$ cat config.mk
export PLATFORM = sky130hd
export DESIGN_NAME = lruTable
export DESIGN_NICKNAME = d
export VERILOG_FILES = /design/src/cachePkg.sv /design/src/lruTable.sv
export SDC_FILE = /design/constraint.sdc
export NUM_CORES = 2
export LEC_CHECK = 0
export BUFFER_PORTS_ARGS = -buffer_cell sky130_fd_sc_hd__clkbuf_2
export CORE_MARGIN = 10
export CORE_UTILIZATION = 40
export DETAILED_ROUTE_END_ITERATION = 6
export PLACE_DENSITY = 0.54
export SYNTH_ARGS = -nofsm -noshare
export SYNTH_HDL_FRONTEND = slang
export SYNTH_SLANG_ARGS = --single-unit
$ cat constraint.sdc
create_clock -name clk -period 17.1 [get_ports clk]
set_input_delay 0.855 -clock clk [delete_from_list [all_inputs] [get_ports clk]]
set_output_delay 0.855 -clock clk [all_outputs]
set_load 0.01 [all_outputs]
$ cat src/cachePkg.sv
package cachePkg;

    ////////////////////////////////
    // Geometry
    ////////////////////////////////
    localparam int ADDR_W   = 32;
    localparam int DATA_W   = 32;
    localparam int INDEX_W  = 8;
    localparam int TAG_W    = 22;
    localparam int NUM_SETS = 256;
    localparam int NUM_WAYS = 4;

    typedef logic [1:0] wayIdx_t;

    // Lexicographic index of one of the 24 orderings, oldest way first
    typedef logic [4:0] lruCode_t;

    typedef enum logic [1:0] {
        IDLE,
        WRITE_BACK,
        REFILL
    } ctrlState_t;

    typedef union packed {
        logic [ADDR_W-1:0] word;
        struct packed {
            logic [TAG_W-1:0]                  tag;
            logic [INDEX_W-1:0]                index;
            logic [ADDR_W-TAG_W-INDEX_W-1:0]   offset;
        } field;
    } cacheAddr_u;

    // Move one way to the newest position, others keep their order
    function automatic lruCode_t lruTouch(lruCode_t code, wayIdx_t way);
        wayIdx_t              oldOrder [NUM_WAYS];
        wayIdx_t              newOrder [NUM_WAYS];
        logic [NUM_WAYS-1:0]  used;
        int                   digit [NUM_WAYS];
        int                   rank;
        int                   n;
        int                   result;

        digit[0] = int'(code) / 6;
        digit[1] = (int'(code) % 6) / 2;
        digit[2] = int'(code) % 2;
        digit[3] = 0;

        // Decode: each digit picks among the ways not yet placed
        used = '0;
        for (int k = 0; k < NUM_WAYS; k++) begin
            rank = digit[k];
            oldOrder[k] = '0;
            for (int w = 0; w < NUM_WAYS; w++) begin
                if (!used[w]) begin
                    if (rank == 0) begin
                        oldOrder[k] = wayIdx_t'(w);
                    end
                    rank = rank - 1;
                end
            end
            used[oldOrder[k]] = 1'b1;
        end

        n = 0;
        for (int k = 0; k < NUM_WAYS; k++) begin
            if (oldOrder[k] != way) begin
                newOrder[n] = oldOrder[k];
                n = n + 1;
            end
        end
        newOrder[NUM_WAYS-1] = way;

        // Encode back, mixed radix 4-3-2
        used = '0;
        result = 0;
        for (int k = 0; k < NUM_WAYS - 1; k++) begin
            rank = 0;
            for (int w = 0; w < NUM_WAYS; w++) begin
                if (w < int'(newOrder[k]) && !used[w]) begin
                    rank = rank + 1;
                end
            end
            result = result * (NUM_WAYS - k) + rank;
            used[newOrder[k]] = 1'b1;
        end
        return lruCode_t'(result);
    endfunction

endpackage

$ cat src/lruTable.sv
`timescale 1ns/1ns

module lruTable import cachePkg::*; (
    input  logic       clk,
    input  logic       rstn,
    input  cacheAddr_u address,
    input  logic       touchEn,
    input  wayIdx_t    touchWay,
    output wayIdx_t    victimWay
);

    lruCode_t           codes [NUM_SETS];
    lruCode_t           curCode;
    lruCode_t           nextCode;
    logic [INDEX_W-1:0] setIdx;

    assign setIdx  = address.field.index;
    assign curCode = codes[setIdx];

    ////////////////////////////////
    // Victim decode
    ////////////////////////////////
    // Oldest way leads the ordering, six codes per leading way
    always_comb begin
        if (curCode < 5'd6) begin
            victimWay = 2'd0;
        end else if (curCode < 5'd12) begin
            victimWay = 2'd1;
        end else if (curCode < 5'd18) begin
            victimWay = 2'd2;
        end else begin
            victimWay = 2'd3;
        end
    end

    ////////////////////////////////
    // Move to newest
    ////////////////////////////////
    always_comb begin
        nextCode = lruTouch(curCode, touchWay);
    end

    always_ff @(posedge clk) begin
        if (!rstn) begin
            for (int s = 0; s < NUM_SETS; s++) begin
                codes[s] <= '0;
            end
        end else if (touchEn) begin
            codes[setIdx] <= nextCode;
        end
    end

endmodule

==> report_table.html <==
<table>
<tr><th>Metric</th><th>Value</th></tr>
<tr><th colspan="2">Status</th></tr>
<tr><td>Run status</td><td>finished clean</td></tr>
<tr><th colspan="2">Layout</th></tr>
<tr><td>Register containing the most flip-flops in the final layout</td><td>codes</td></tr>
<tr><td>Max reg flops</td><td>1280</td></tr>
<tr><td>Fraction of final layout cells with drive strength greater than 1</td><td>22.69%</td></tr>
<tr><td>Antenna cell count</td><td>0</td></tr>
<tr><td>Layout overhead on the synthesized area</td><td>18.06%</td></tr>
<tr><td>Net count reported at finish</td><td>5002</td></tr>
<tr><td>Most used cells in the layout excluding fill and tap cells</td><td>nor2_1, edfxtp_1, nand2_1</td></tr>
<tr><td>Commonest non-fill, non-tap cell in the layout</td><td>nor2_1</td></tr>
<tr><td>Biggest registers after layout</td><td>codes (1280)</td></tr>
<tr><th colspan="2">Floorplanning</th></tr>
<tr><td>Die boundary width</td><td>406.5 µm</td></tr>
<tr><td>Die height</td><td>406.5 µm</td></tr>
<tr><td>IO Pins</td><td>39</td></tr>
<tr><td>Total Die Area</td><td>165200 µm²</td></tr>
<tr><td>Area of the placeable core</td><td>148000 µm²</td></tr>
<tr><td>Starting utilization of the core area</td><td>40.37%</td></tr>
<tr><td># rows</td><td>141</td></tr>
<tr><th colspan="2">Critical path</th></tr>
<tr><td>Logic depth of the worst register-to-register path</td><td>80</td></tr>
<tr><td>CP endpoint kind</td><td>flip-flop</td></tr>
<tr><td>Setup slack of the most critical reg-to-reg path</td><td>1.07 ns</td></tr>
<tr><td>Worst EP required</td><td>17.71 ns</td></tr>
<tr><td>Capture point of the worst reg-to-reg path</td><td>codes[124][4]</td></tr>
<tr><td>Worst setup SP type</td><td>input pin</td></tr>
<tr><td>Maximum cell stage delay along the critical path</td><td>0.54 ns</td></tr>
<tr><td>Critical Path Fanout Max</td><td>40</td></tr>
<tr><td>Worst setup startpoint</td><td>address[2]</td></tr>
<tr><td>Worst setup path category</td><td>input pin to flip-flop</td></tr>
<tr><td>Critical path arrival</td><td>16.76 ns</td></tr>
<tr><td>RR Startpoint</td><td>codes[137][3]</td></tr>
<tr><td>Max stage delay cell, worst path</td><td>or4_4</td></tr>
<tr><td>Cell repeated most along the worst path</td><td>ha_1</td></tr>
<tr><td>CP endpoint</td><td>codes[124][4]</td></tr>
<tr><th colspan="2">Drt</th></tr>
<tr><td>1st-iter DRT viols</td><td>4519</td></tr>
<tr><td>Via Count</td><td>39662</td></tr>
<tr><td>Detailed-route wire length per cell</td><td>25.83 µm</td></tr>
<tr><td>Remaining antenna violation count</td><td>0</td></tr>
<tr><td>Remaining design rule violation count</td><td>0</td></tr>
<tr><td>Length of the first detailed-routing pass in iterations</td><td>5</td></tr>
<tr><td>Overall routed net length</td><td>179500 µm</td></tr>
<tr><td>Vias per inst</td><td>5.707</td></tr>
<tr><th colspan="2">Worst hold path</th></tr>
<tr><td>Class of the tightest hold or removal check</td><td>input pin to flip-flop</td></tr>
<tr><th colspan="2">Synthesis</th></tr>
<tr><td>Synth warnings</td><td>0</td></tr>
<tr><td>Multiplexer share of the synthesized area</td><td>12.79%</td></tr>
<tr><td>Main combinational cell family by area after synthesis</td><td>simple AND/OR/NAND/NOR gates</td></tr>
<tr><td>Simple logic cell fraction of the synthesized area</td><td>14.33%</td></tr>
<tr><td>Yosys top cell by area</td><td>edfxtp_1</td></tr>
<tr><td>Post-synth top area share</td><td>64.33%</td></tr>
<tr><td>Sequential element share of the synthesized area</td><td>64.33%</td></tr>
<tr><td>Synth Area in Compound Gates</td><td>4.245%</td></tr>
<tr><td>Flop and latch count out of synthesis</td><td>1280</td></tr>
<tr><td>Ranking of synthesized cells by area</td><td>edfxtp_1, mux4_2, nor2_1</td></tr>
<tr><td>Post-synth ARST share</td><td>0%</td></tr>
<tr><td>Post-synthesis instance area</td><td>59750 µm²</td></tr>
<tr><td>Parity-gate share of the synthesized area counting xor and xnor cells</td><td>0.3078%</td></tr>
<tr><td>Synth Net Count</td><td>4691</td></tr>
<tr><td>Gate count of the mapped netlist</td><td>4608</td></tr>
<tr><td>Unique masters post-synth</td><td>91</td></tr>
<tr><td>Top_reg_cell synth</td><td>edfxtp_1</td></tr>
<tr><td>Count of flip-flops with a built-in enable after synthesis</td><td>1280</td></tr>
<tr><td>Adder-Cell Fraction of Synth Area</td><td>0.9884%</td></tr>
<tr><td>Average size of a mapped cell</td><td>12.97 µm²</td></tr>
<tr><th colspan="2">Clock network</th></tr>
<tr><td>CTS H-tree lvls</td><td>4</td></tr>
<tr><td>Total number of clock tree sinks</td><td>1280</td></tr>
<tr><td>Clock transition at the registers of the reported paths</td><td>0.06 ns</td></tr>
<tr><td>CTS tree</td><td>built</td></tr>
<tr><td>Hold Buf Count CTS</td><td>0</td></tr>
<tr><td>Cts bufs inserted</td><td>139</td></tr>
<tr><td>Worst skew pair latency</td><td>0.78 ns</td></tr>
<tr><td>Root Driver</td><td>clkbuf_16</td></tr>
<tr><td>Clock Tree Buf Depth</td><td>3</td></tr>
<tr><th colspan="2">Flow run</th></tr>
<tr><td>Max-cap check violation count</td><td>0</td></tr>
<tr><th colspan="2">STA</th></tr>
<tr><td>Final setup fails</td><td>0</td></tr>
<tr><td>Share of the clock period used by the worst path after layout</td><td>94.41%</td></tr>
<tr><td>Max-slew headroom at the worst pin</td><td>11.83%</td></tr>
<tr><td>Fin Setup TNS</td><td>0 ns</td></tr>
<tr><td>Post-layout minimum cycle time</td><td>16.14 ns</td></tr>
<tr><td>Transition time of the tightest slew-check pin</td><td>1.315 ns</td></tr>
<tr><td>F_max</td><td>0.06194 GHz</td></tr>
<tr><td>Max Clock Skew</td><td>0.03224 ns</td></tr>
<tr><td>Final count of pins violating max slew</td><td>0</td></tr>
<tr><td>Final hold violation count</td><td>0</td></tr>
<tr><th colspan="2">Global routing</th></tr>
<tr><td>Total GRT Usage</td><td>21.32%</td></tr>
<tr><td>Number of global-route vias before repair</td><td>39036</td></tr>
<tr><td>Maximum number of pins on one net before global-route repair</td><td>92</td></tr>
<tr><td>Global-route congestion overflow total</td><td>0</td></tr>
<tr><td>Initial antenna violation count</td><td>5</td></tr>
<tr><td>Wire length of the first global-routing pass</td><td>262700 µm</td></tr>
<tr><th colspan="2">Placement</th></tr>
<tr><td>HPWL after detailed placement</td><td>122800 µm</td></tr>
<tr><td>Final weighted congestion of routability-driven global placement</td><td>0.8512</td></tr>
<tr><td>Port Buffer Count</td><td>14</td></tr>
<tr><th colspan="2">Power</th></tr>
<tr><td>Static Leak</td><td>0.02508 µW</td></tr>
<tr><td>Total power draw</td><td>12300 µW</td></tr>
<tr><td>Power density relative to cell area</td><td>174.4 nW/µm²</td></tr>
<tr><td>Maximum vdd drop</td><td>0.0003271 V</td></tr>
</table>
## cell type report
cell class / count / area, µm²
clock inverter: 77 / 646.9
clock buffer: 165 / 3704
multi-input combinational: 2943 / 20070
tap: 1930 / 2415
inverter: 46 / 187.7
timing repair buffer: 509 / 5080
sequential: 1280 / 38440
fill: 12974 / 77480
## cells in the mapped netlist (5+ instances only)
master,count
a2111oi_0,5
a211o_1,5
a211oi_1,8
a21boi_0,6
a21o_1,9
a21oi_1,75
a221oi_1,8
a22o_1,9
a22oi_1,111
a31oi_1,11
a32oi_1,6
and2_1,11
and3_1,8
buf_1,17
buf_2,100
buf_4,25
buf_6,13
clkbuf_1,182
edfxtp_1,1280
ha_1,44
inv_1,42
mux2_2,14
mux2i_1,67
mux4_2,302
nand2_1,563
nand2b_1,11
nand3_1,44
nand4_1,14
nor2_1,1376
nor2b_1,19
nor3_1,25
nor4_1,24
o211ai_1,7
o21a_1,5
o21ai_0,21
o21ai_1,6
o22ai_1,7
o311ai_0,5
or2_2,10
or3_1,5
or4_1,6
xnor2_1,15
xor2_1,6
## cells by family after synthesis
| kind of cell | count (synthesis) |
|---|---|
| simple gates | 2138 |
| flops | 1280 |
| buf+inv | 386 |
| mux | 384 |
| compound gates | 353 |
| fa+ha+maj | 46 |
| xor+xnor | 21 |
## how the worst min path moves through the flow
stage | startpoint | end | slack [ns] | cells past startpoint
3_3_place_gp | rstn | codes[4][1] | 1.66 | 2
3_5_place_dp | rstn | codes[52][0] | 1.65 | 2
6_report | rstn | codes[55][3] | 0.86 | 2
2_1_floorplan | address[9] | codes[52][1] | 1.40 | 4
4_1_cts | rstn | codes[55][1] | 0.83 | 2
5_1_grt | rstn | codes[55][3] | 0.87 | 2
## metal layers
layer	vias to the layer above	track usage [%]	share of wire, %
li1	17525	-	-
met1	20117	30.12	42
met2	1746	33.56	46
met3	272	3.852	8.9
met4	2	6.523	3.0
met5	-	0	0.0050
## report_power, final
part           switching, µW  internal (µW)
Sequential              34.7           3550
Clock                   1250           1690
Combinational           3800           1980
## through the flow
stage / std cells / setup slack [ns] / hold WS [ns] / cell area, µm² / utilization [%]
2_1_floorplan: 4608 / 0.3962 / 1.402 / 59750 / -
3_3_place_gp: 6669 / -0.7958 / 1.656 / 65240 / 44.08
3_5_place_dp: 6669 / -0.8050 / 1.653 / 65240 / 44.08
4_1_cts: 6911 / 0.02745 / 0.8312 / 69600 / 47.02
5_1_grt: 6950 / -0.01268 / 0.8737 / 70540 / 47.66
6_report: 6950 / 0.9558 / 0.8560 / 70540 / 47.66
## repair_timing
action,CTS,global route
pin swaps,1,23
gates cloned,0,7
setup buffers,0,32
setup endpoints to repair,167,911
resized for setup,2,112
## worst max-delay path, delay by kind of cell
family	cells	cell delay, ns
compound gates	20	3.34
fa+ha+maj	13	3.28
buf+inv	18	2.23
mux	5	1.47
simple gates	26	5.49
(Power assumes the default switching activity.)
