### src/cachePkg.sv
package cachePkg;

    ////////////////////////////////
    // Geometry
    ////////////////////////////////
    localparam int ADDR_W   = 32;
    localparam int DATA_W   = 32;
    localparam int INDEX_W  = 8;
    localparam int TAG_W    = 22;
    localparam int NUM_SETS = 256;
    localparam int NUM_WAYS = 4;

    typedef logic [1:0] wayIdx_t;

    // Lexicographic index of one of the 24 orderings, oldest way first
    typedef logic [4:0] lruCode_t;

    typedef enum logic [1:0] {
        IDLE,
        WRITE_BACK,
        REFILL
    } ctrlState_t;

    typedef union packed {
        logic [ADDR_W-1:0] word;
        struct packed {
            logic [TAG_W-1:0]                  tag;
            logic [INDEX_W-1:0]                index;
            logic [ADDR_W-TAG_W-INDEX_W-1:0]   offset;
        } field;
    } cacheAddr_u;

    // Move one way to the newest position, others keep their order
    function automatic lruCode_t lruTouch(lruCode_t code, wayIdx_t way);
        wayIdx_t              oldOrder [NUM_WAYS];
        wayIdx_t              newOrder [NUM_WAYS];
        logic [NUM_WAYS-1:0]  used;
        int                   digit [NUM_WAYS];
        int                   rank;
        int                   n;
        int                   result;

        digit[0] = int'(code) / 6;
        digit[1] = (int'(code) % 6) / 2;
        digit[2] = int'(code) % 2;
        digit[3] = 0;

        // Decode: each digit picks among the ways not yet placed
        used = '0;
        for (int k = 0; k < NUM_WAYS; k++) begin
            rank = digit[k];
            oldOrder[k] = '0;
            for (int w = 0; w < NUM_WAYS; w++) begin
                if (!used[w]) begin
                    if (rank == 0) begin
                        oldOrder[k] = wayIdx_t'(w);
                    end
                    rank = rank - 1;
                end
            end
            used[oldOrder[k]] = 1'b1;
        end

        n = 0;
        for (int k = 0; k < NUM_WAYS; k++) begin
            if (oldOrder[k] != way) begin
                newOrder[n] = oldOrder[k];
                n = n + 1;
            end
        end
        newOrder[NUM_WAYS-1] = way;

        // Encode back, mixed radix 4-3-2
        used = '0;
        result = 0;
        for (int k = 0; k < NUM_WAYS - 1; k++) begin
            rank = 0;
            for (int w = 0; w < NUM_WAYS; w++) begin
                if (w < int'(newOrder[k]) && !used[w]) begin
                    rank = rank + 1;
                end
            end
            result = result * (NUM_WAYS - k) + rank;
            used[newOrder[k]] = 1'b1;
        end
        return lruCode_t'(result);
    endfunction

endpackage

### src/cacheCtrl.sv
`timescale 1ns/1ns

module cacheCtrl import cachePkg::*; (
    input  logic              clk,
    input  logic              rstn,
    input  logic              cacheRead,
    input  logic              cacheWrite,
    input  cacheAddr_u        address,
    input  logic [DATA_W-1:0] writeData,
    input  logic              hit,
    input  wayIdx_t           hitWay,
    input  logic [DATA_W-1:0] hitData,
    input  wayIdx_t           victimWay,
    input  logic              victimDirty,
    input  logic [TAG_W-1:0]  victimTag,
    input  logic [DATA_W-1:0] victimData,
    input  logic              memReady,
    input  logic [DATA_W-1:0] memReadData,
    output logic              stall,
    output logic [DATA_W-1:0] readData,
    output logic              wrEn,
    output wayIdx_t           wrWay,
    output logic [DATA_W-1:0] wrData,
    output logic              wrDirty,
    output logic              touchEn,
    output wayIdx_t           touchWay,
    output logic              memRead,
    output logic              memWrite,
    output logic [ADDR_W-1:0] memAddress,
    output logic [DATA_W-1:0] memWriteData
);

    ctrlState_t state;
    logic       request;

    assign request = cacheRead || cacheWrite;
    assign stall   = (state != IDLE) || (request && !hit);

    // Victim line is frozen while the write-back is held
    assign memAddress   = (state == WRITE_BACK) ?
                          {victimTag, address.field.index, 2'b00} :
                          {address.field.tag, address.field.index, 2'b00};
    assign memWriteData = victimData;

    ////////////////////////////////
    // Store and LRU controls
    ////////////////////////////////
    always_comb begin
        wrEn     = 1'b0;
        wrWay    = hitWay;
        wrData   = writeData;
        wrDirty  = 1'b1;
        touchEn  = 1'b0;
        touchWay = hitWay;
        case (state)
            IDLE: begin
                if (request && hit) begin
                    touchEn = 1'b1;
                    wrEn    = cacheWrite;
                end
            end
            REFILL: begin
                wrWay    = victimWay;
                touchWay = victimWay;
                if (cacheWrite) begin
                    wrEn    = 1'b1;
                    touchEn = 1'b1;
                end else if (memRead && memReady) begin
                    // Refilled line arrives clean
                    wrEn    = 1'b1;
                    wrData  = memReadData;
                    wrDirty = 1'b0;
                    touchEn = 1'b1;
                end
            end
            default: begin
            end
        endcase
    end

    ////////////////////////////////
    // Miss FSM
    ////////////////////////////////
    always_ff @(posedge clk) begin
        if (!rstn) begin
            state    <= IDLE;
            memRead  <= 1'b0;
            memWrite <= 1'b0;
        end else begin
            case (state)
                IDLE: begin
                    if (request && !hit) begin
                        if (victimDirty) begin
                            state    <= WRITE_BACK;
                            memWrite <= 1'b1;
                        end else begin
                            state   <= REFILL;
                            memRead <= cacheRead;
                        end
                    end
                end
                WRITE_BACK: begin
                    if (memReady) begin
                        state    <= REFILL;
                        memWrite <= 1'b0;
                        memRead  <= cacheRead;
                    end
                end
                REFILL: begin
                    if (cacheWrite) begin
                        state <= IDLE;
                    end else if (memReady) begin
                        state   <= IDLE;
                        memRead <= 1'b0;
                    end
                end
                default: begin
                    state <= IDLE;
                end
            endcase
        end
    end

    always_ff @(posedge clk) begin
        if (state == IDLE && cacheRead && hit) begin
            readData <= hitData;
        end
    end

endmodule

### config.mk
export PLATFORM = sky130hd
export DESIGN_NAME = cacheCtrl
export DESIGN_NICKNAME = d
export VERILOG_FILES = /design/src/cachePkg.sv /design/src/cacheCtrl.sv
export SDC_FILE = /design/constraint.sdc
export NUM_CORES = 1
export LEC_CHECK = 0
export ABC_AREA = 1
export BUFFER_PORTS_ARGS = -buffer_cell sky130_fd_sc_hd__clkbuf_2
export CAP_MARGIN = 20
export CELL_PAD_IN_SITES_DETAIL_PLACEMENT = 0
export CELL_PAD_IN_SITES_GLOBAL_PLACEMENT = 1
export CORE_AREA = 2 2 127 129
export CTS_CLUSTER_DIAMETER = 120
export DETAILED_ROUTE_END_ITERATION = 10
export DIE_AREA = 0 0 129 131
export PLACE_DENSITY = 0.74
export SYNTH_ARGS = -nofsm -noshare
export SYNTH_HDL_FRONTEND = slang
export SYNTH_SLANG_ARGS = --single-unit
export TNS_END_PERCENT = 5
### constraint.sdc
create_clock -name clk -period 2.9 [get_ports clk]
set_input_delay 0.145 -clock clk [delete_from_list [all_inputs] [get_ports clk]]
set_output_delay 0.145 -clock clk [all_outputs]
set_load 0.03 [all_outputs]
==> results of run 1 <==
final timing paths:
kind                         start                    end  slack, ns  depth (start not counted)
max reg2reg  state[1]$_SDFFE_PN0P_  readData[4]$_DFFE_PP_       1.43                          4
max          state[0]$_SDFFE_PN0P_             wrData[15]       0.91                          6
min reg2reg  memWrite$_SDFFE_PN0P_  memWrite$_SDFFE_PN0P_       0.46                          2
min                     hitData[8]  readData[8]$_DFFE_PP_       0.04                          1
metal layers:
layer | vias to the layer above | part of all wire [%] | global-route usage, %
li1 | 1147 | - | -
met1 | 974 | 38 | 8.88
met2 | 183 | 49 | 15.0
met3 | 8 | 12 | 3.14
met4 | 0 | 0.85 | 2.30
met5 | - | 0 | 0
cells in the mapped netlist (all sizes together):
cell type   n
nand2      84
buf        47
edfxtp     32
mux2       32
inv         8
nor2        8
o21ai       6
a21oi       4
clkbuf      4
dfxtp       4
nand3       2
a31oi       1
conb        1
nand4       1
nor3        1
o21bai      1
critical path, delay by kind of cell (launching register included):
| kind | cells | cell delay [ns] |
|---|---|---|
| muxes | 1 | 0.41 |
| DFF | 1 | 0.38 |
| and+or+nand+nor | 2 | 0.38 |
| buffers and inverters | 3 | 0.35 |
through the flow:
step	hold slack [ns]	cell area (um2)
final	0.0441	3680
after floorplan	0.244	2430
after global placement	0.290	3550
after global routing	0.0368	3680
after CTS	0.0399	3680
after detailed placement	0.290	3550
cells by family after synthesis:
group	Yosys count
other	1
buffers and inverters	59
DFF	36
muxes	32
and+or+nand+nor	96
AOI/OAI and AO/OA	12
final cells by class:
type                            instances  area (um2)
Fill cell                            1720       11900
Timing Repair Buffer                  249        1250
Sequential cell                        36        1040
Multi-Input combinational cell        142         952
Tap cell                              216         270
Clock buffer                            5         125
Inverter                                8        32.5
Clock inverter                          2        7.51
cell usage in the layout (no fill, tap or decap):
master | Yosys | final
clkbuf_2 | 0 | 246
conb_1 | 1 | 2
inv_4 | 1 | 1
nand2_8 | 1 | 1
clkbuf_16 | 0 | 5
mux2_4 | 29 | 29
nand4_1 | 1 | 1
nor2_1 | 6 | 5
nand2_1 | 82 | 82
edfxtp_1 | 32 | 32
inv_2 | 2 | 2
nand2_4 | 1 | 1
nor2_8 | 1 | 1
o21bai_1 | 1 | 1
nand3_1 | 2 | 2
o21ai_0 | 6 | 6
a21oi_1 | 4 | 4
buf_4 | 44 | 3
inv_1 | 5 | 5
dfxtp_1 | 4 | 4
nor3_1 | 1 | 1
clkinv_1 | 0 | 2
nor2_2 | 1 | 2
mux2_2 | 3 | 3
a31oi_1 | 1 | 1
sequential cells by signal, indices dropped and copies added (netlist names):
| name | flops |
|---|---|
| memWrite | 1 |
| memRead | 1 |
| state | 2 |
| readData | 32 |
report_power, final:
group	leakage, nW	switching [W]	internal [W]
logic	1.67	0.000376	0.000203
clock network	0.0648	0.000183	0.000307
registers	0.330	0.0000129	0.000603
==> run metrics, run 1 <==
Simple-Gate Fraction of Synth Area 16.9%; Crit path arrival time 1.84 ns; crit-path cells inv_2, nand2_4, inv_4, nand2_8, mux2_2, clkbuf_2; slowest CP cell mux2_2; Mapped Area 0.00242 mm2; die height 131 um; clock skew 0.00463 ns; worst vdd ir 0.213 mV; Yosys reg bits 36; GRT Util Overall 8.21%; sequential area share after synthesis 42.9%; # IOs 331; critical path required time 2.76 ns; largest family of logic cells by synthesized area multiplexers; post-CTS setup buffer count 0; Final Non-Filler Cells 658; Largest stage delay, worst path 0.41 ns; Overflow after GRT 0; Initial DRC Count 60; Core Rows 46; Tcrit/Tclk final 68.6%; Placer Congestion 0.736; Routed wire per std cell 12.1 um; Synth area leader edfxtp_1; fin worst setup slack 0.911 ns; Final ANT Viol Nets 0; largest net degree at the start of global routing 34; first-pass GRT wire length 10.4 mm; dpl hpwl 7.07 mm; vias in the first global route 1978; Yosys Warn Count 0; Chip Width 129 um; top cells by area, synth edfxtp_1 40%, mux2_4 18%, buf_4 14%; max-slew violation count 0; final net count 635; P per Cell Area 458 mW/mm2; maxcap violations 0; Core Box Area 0.0156 mm2; Starting Density 15.5%; XOR/XNOR share of the synthesized area 0%; library cells used by synthesis 24; Critical Path End Type output port; final hold violation count 0; RSZ-0062 raised after global routing no; CTS tree built; Worst setup SP type register; worst hold-check path type in2reg; TritonCTS Buffers 5; Syn Area/Cell 10.3 um2; drc violations 0; setup TNS 0 ns; share of post-route cells with drive strength above 1 66.5%; total power 0.00169 W; pre-CTS WS 1.17 ns; Num Clock Sinks 36; crit path kind reg2out; initial antenna violation count 0; CTS Buffer Depth 2; H-Tree Depth 2; Post-Synth Adder-Cell Area 0%; area delta synth->final 51.9%; Hold-fix buffers, CTS 0; Core Util, Final 23.6%; Post-CTS Resized 0; 1st-pass router iterations 4; max frequency 503 MHz; Via Count 2312; placed insts 651; Via density 3.51; Mapped Cells 236; min Tclk post-route 1.99 ns; CP Max Fanout 33; root buf cell clkbuf_16; IO Port Bufs 246; Synth top area share 39.6%; Worst-path clk slew 0.05 ns; post-synthesis compound-gate area fraction 2.63%; Static Leak 2.06 nW; ant diodes 0; die area 0.0169 mm2; final number of setup-violating endpoints 0; status completed; Clock Latency Late Sink 0.27 ns; final WL 7.96 mm; post-synthesis mux area share 19.3%
(Power assumes the default switching activity.)
==> run 2: changes to the inputs <==
- CORE_AREA: 2 2 127 129 -> 2 2 130 132
- DIE_AREA: 0 0 129 131 -> 0 0 132 134
- clock period: 2.9 -> 1.61 ns (I/O delays scaled with it)
==> run metrics, run 2 (same netlist as run 1, synthesis figures left out) <==
H-Tree Depth 2; most common cell after layout, fill and taps aside clkbuf_2; setup TNS 0 ns; Via density 3.64; Crit path arrival time 1.51 ns; status completed; share of post-route cells with drive strength above 1 64.3%; Core Util, Final 28.0%; Static Leak 2.37 nW; Worst-path clk slew 0.05 ns; die area 0.0177 mm2; initial antenna violation count 1; dpl hpwl 7.10 mm; root buf cell clkbuf_16; 1st-pass router iterations 4; max reg flops 32; worst hold-check path type in2reg; final net count 679; maxcap violations 0; CP Max Fanout 8; worst vdd ir 0.418 mV; Core Rows 47; TritonCTS Buffers 5; Via Count 2574; Critical Path End Type output port; final number of setup-violating endpoints 0; Starting Density 14.9%; multi-input logic area 0.00106 mm2; placed insts 659; Placer Congestion 0.731; Combinational Power Share 39.3%; vias in the first global route 2530; largest net degree at the start of global routing 24; post-route cell area 0.00456 mm2; Reg power frac 33.4%; Num Clock Sinks 36; CTS Buffer Depth 2; Initial DRC Count 64; pre-CTS WS 0.0950 ns; # IOs 331; fin worst setup slack 0.0180 ns; P per Cell Area 731 mW/mm2; max frequency 628 MHz; Worst setup SP type register; Clock Latency Late Sink 0.28 ns; sw frac 33.9%; P_int 0.00221 W; crit path kind reg2out; final WL 9.30 mm; IO Port Bufs 246; CTS tree built; critical path required time 1.53 ns; Reg with most FFs readData; area delta synth->final 88.2%; min Tclk post-route 1.59 ns; Routed wire per std cell 13.1 um; GRT Util Overall 9.62%; Seq. cell area 0.00105 mm2; Overflow after GRT 0; drc violations 0; final hold violation count 0; clock network power share 27.3%; Core Box Area 0.0163 mm2; Net Sw Power 0.00113 W; Chip Width 132 um; first-pass GRT wire length 13.3 mm; Final ANT Viol Nets 0; FILL cells 1714; max-slew violation count 0; clock skew 0.00537 ns; Largest regs readData (32), state (2); RSZ-0062 raised after global routing yes; Post-DP Area 0.00360 mm2; Tcrit/Tclk final 98.9%; most frequent cells in the layout 212 x clkbuf_2, 81 x nand2_1, 32 x dlygate4sd3_1, 32 x edfxtp_1, 29 x mux2_4; die height 134 um; Final Non-Filler Cells 708
run 2: cell types whose count changed in the layout (fill, tap and decap cells not counted), moves of 5 or more:
cell           delta
dlygate4sd3_1    +32
clkbuf_2         -34
clkbuf_8         +10
nand2_8           +5
buf_8            +21
buf_4             +6
run 2: repair_timing:
item | CTS | global route
pin swaps | 4 | 5
gates cloned | 4 | 0
hold buffers | 32 | 0
resized for setup | 80 | 37
hold endpoints to repair | 32 | 0
endpoints found under the setup margin | 54 | 54
buffers inserted | 3 | 1
run 2: final cells by class:
| class | count | share of cell area (%) |
|---|---|---|
| well taps | 220 | 6.03 |
| clock buffers | 6 | 2.82 |
| flip-flops and latches | 36 | 23.0 |
| diodes | 1 | 0.0548 |
| repair buffers | 289 | 43.5 |
| multi-input cells | 146 | 23.3 |
| inverters | 8 | 1.12 |
| clock inverters | 2 | 0.274 |
run 2: routing by layer:
layer | share of wire, % | global-route usage [%] | routed length, um
met1 | 36 | 9.91 | 3330
met2 | 52 | 18.4 | 4880
met3 | 9.8 | 3.33 | 912
met4 | 1.9 | 2.60 | 175
met5 | 0 | 0 | 0
run 2: final timing paths:
kind | startpoint | to | slack (ns) | depth (start not counted)
setup / recovery | memRead$_SDFFE_PN0P_ | wrData[15] | 0.02 | 6
hold / removal | rstn | memRead$_SDFFE_PN0P_ | 0.05 | 3
setup reg to reg | state[1]$_SDFFE_PN0P_ | readData[12]$_DFFE_PP_ | 0.28 | 5
hold reg to reg | memWrite$_SDFFE_PN0P_ | memWrite$_SDFFE_PN0P_ | 0.47 | 2
run 2: power by group through the flow:
stage               Clock (W)  Sequential (W)  Combinational [W]
detailed placement          0         0.00113            0.00108
floorplan                   0         0.00123           0.000744
global route         0.000980         0.00112            0.00140
global placement            0         0.00112            0.00108
finish               0.000912         0.00111            0.00131
CTS                  0.000943         0.00111            0.00128
run 2: per-stage QoR:
step / power, W / hold slack, ns
floorplan: 0.00197 / 0.179
global placement: 0.00220 / 0.161
detailed placement: 0.00221 / 0.161
CTS: 0.00333 / 0.0394
global route: 0.00350 / 0.0642
finish: 0.00334 / 0.0460
run 2: critical path, cell delays in order, from the launching register on:
cell,delay [ns]
dfxtp_2,0.33
nand2_4,0.08
nor2_8,0.04
buf_12,0.15
nand2_8,0.12
mux2_2,0.35
clkbuf_8,0.16
==> run 3: changes to the inputs <==
==> constraint.sdc (replaced) <==
create_clock -name clk -period 1.61 [get_ports clk]
set_input_delay 0.2415 -clock clk [delete_from_list [all_inputs] [get_ports clk]]
set_output_delay 0.2415 -clock clk [all_outputs]
set_load 0.03 [all_outputs]
==> run metrics, run 3 (same netlist as run 1, synthesis figures left out) <==
Routed wire per std cell 13.4 um; Reg power frac 32.5%; Reg with most FFs readData; CTS Buffer Depth 2; Static Leak 2.37 nW; final net count 661; worst hold-check path type in2reg; Initial DRC Count 48; H-Tree Depth 2; placed insts 663; clock skew 0.00594 ns; Placer Congestion 0.734; sw frac 33.4%; clock network power share 26.7%; root buf cell clkbuf_16; CP Max Fanout 5; IO Port Bufs 246; FILL cells 1749; Clock Latency Late Sink 0.28 ns; final hold violation count 0; P_int 0.00228 W; largest net degree at the start of global routing 23; TritonCTS Buffers 5; Tcrit/Tclk final 113%; # IOs 331; 1st-pass router iterations 4; GRT Util Overall 9.38%; crit path kind reg2out; share of post-route cells with drive strength above 1 73.3%; Chip Width 132 um; Worst setup SP type register; Net Sw Power 0.00114 W; Via density 3.63; Combinational Power Share 40.8%; Crit path arrival time 1.57 ns; initial antenna violation count 0; area delta synth->final 86.0%; die height 134 um; final WL 9.25 mm; Overflow after GRT 0; CTS tree built; maxcap violations 0; most frequent cells in the layout 185 x clkbuf_2, 67 x nand2_1, 34 x buf_6; max-slew violation count 0; Core Box Area 0.0163 mm2; first-pass GRT wire length 12.8 mm; RSZ-0062 raised after global routing yes; max frequency 551 MHz; cell depth of the worst hold path 1; worst vdd ir 0.422 mV; vias in the first global route 2377; P per Cell Area 758 mW/mm2; status finished with violations; critical path required time 1.37 ns; Worst R2R Path Depth 5; Final Non-Filler Cells 689; Largest regs readData (32), state (2); Critical Path End Type output port; Worst-path clk slew 0.06 ns; drc violations 0; min Tclk post-route 1.82 ns; pre-CTS WS -0.0602 ns; Num Clock Sinks 36; Core Rows 47; Starting Density 14.9%; max reg flops 32; Final ANT Viol Nets 0; ant diodes 0; die area 0.0177 mm2; dpl hpwl 7.21 mm; most common cell after layout, fill and taps aside clkbuf_2; Via Count 2504; final number of setup-violating endpoints 38; failing checks setup timing; fin worst setup slack -0.206 ns
run 3: cell count changes in the layout (fill, tap and decap cells not counted), moves of 4 or more:
cell	before	now
dlygate4sd3_1	32	0
clkbuf_2	212	185
clkbuf_8	10	0
buf_4	9	16
nand2_2	0	13
nand2_1	81	67
buf_2	0	9
clkbuf_4	0	4
buf_6	2	34
run 3: power groups by stage:
stage	Combinational [W]	Sequential [W]	Clock, W
after floorplan	0.000744	0.00123	0
after global placement	0.00109	0.00112	0
after detailed placement	0.00109	0.00113	0
after CTS	0.00118	0.00111	0.000942
after global routing	0.00148	0.00112	0.000968
final	0.00140	0.00111	0.000912
run 3: path summary, 6_finish.rpt:
path,startpoint,slack (ns),endpoint
setup / recovery,state[0]$_SDFFE_PN0P_,-0.21,wrData[5]
hold / removal,hitData[10],0.14,readData[10]$_DFFE_PP_
setup reg to reg,state[1]$_SDFFE_PN0P_,0.27,readData[16]$_DFFE_PP_
hold reg to reg,memWrite$_SDFFE_PN0P_,0.46,memWrite$_SDFFE_PN0P_
run 3: what timing repair did:
action,in CTS,in global routing
pin swaps,4,24
cloned,3,2
setup buffers,7,6
hold buffers,0,0
resized for setup,56,179
setup endpoints to repair,58,94
run 3: per-layer routing:
layer  GRT usage [%]  vias up  routed length, um
met4            2.05        0                111
met1            9.70     1102               3150
met2            18.1      182               5090
li1                -     1205                  -
met3            3.25       15                905
met5               0        -                  0
run 3: cell type report:
type / instances / area, um2 / area share, %
repair buffers: 272 / 1900 / 42.1
clock inverters: 2 / 12.5 / 0.277
clock buffers: 6 / 129 / 2.86
multi-input cells: 145 / 1090 / 24.2
flip-flops and latches: 36 / 1040 / 23.2
well taps: 220 / 275 / 6.10
inverters: 8 / 57.6 / 1.28
run 3: worst max-delay path, cell delays in order, from the launching register on:
cell and delay [ns]:
dfxtp_2 0.35, inv_4 0.05, nand2_4 0.09, clkinv_8 0.07
buf_4 0.15, nand2_8 0.10, mux2_4 0.33, buf_8 0.14
run 3: metrics by stage:
stage | TNS, ns | total power (W) | area, um2 | util [%] | hold WS, ns
6_report | -5.50 | 0.00342 | 4510 | 27.7 | 0.137
5_1_grt | -7.84 | 0.00357 | 4510 | 27.7 | 0.132
4_1_cts | -13.01 | 0.00323 | 4100 | 25.2 | 0.132
3_5_place_dp | -1.25 | 0.00222 | 3630 | 22.3 | 0.420
3_3_place_gp | -0.494 | 0.00221 | 3630 | 22.3 | 0.418
2_1_floorplan | -2.09 | 0.00197 | 2440 | - | 0.340
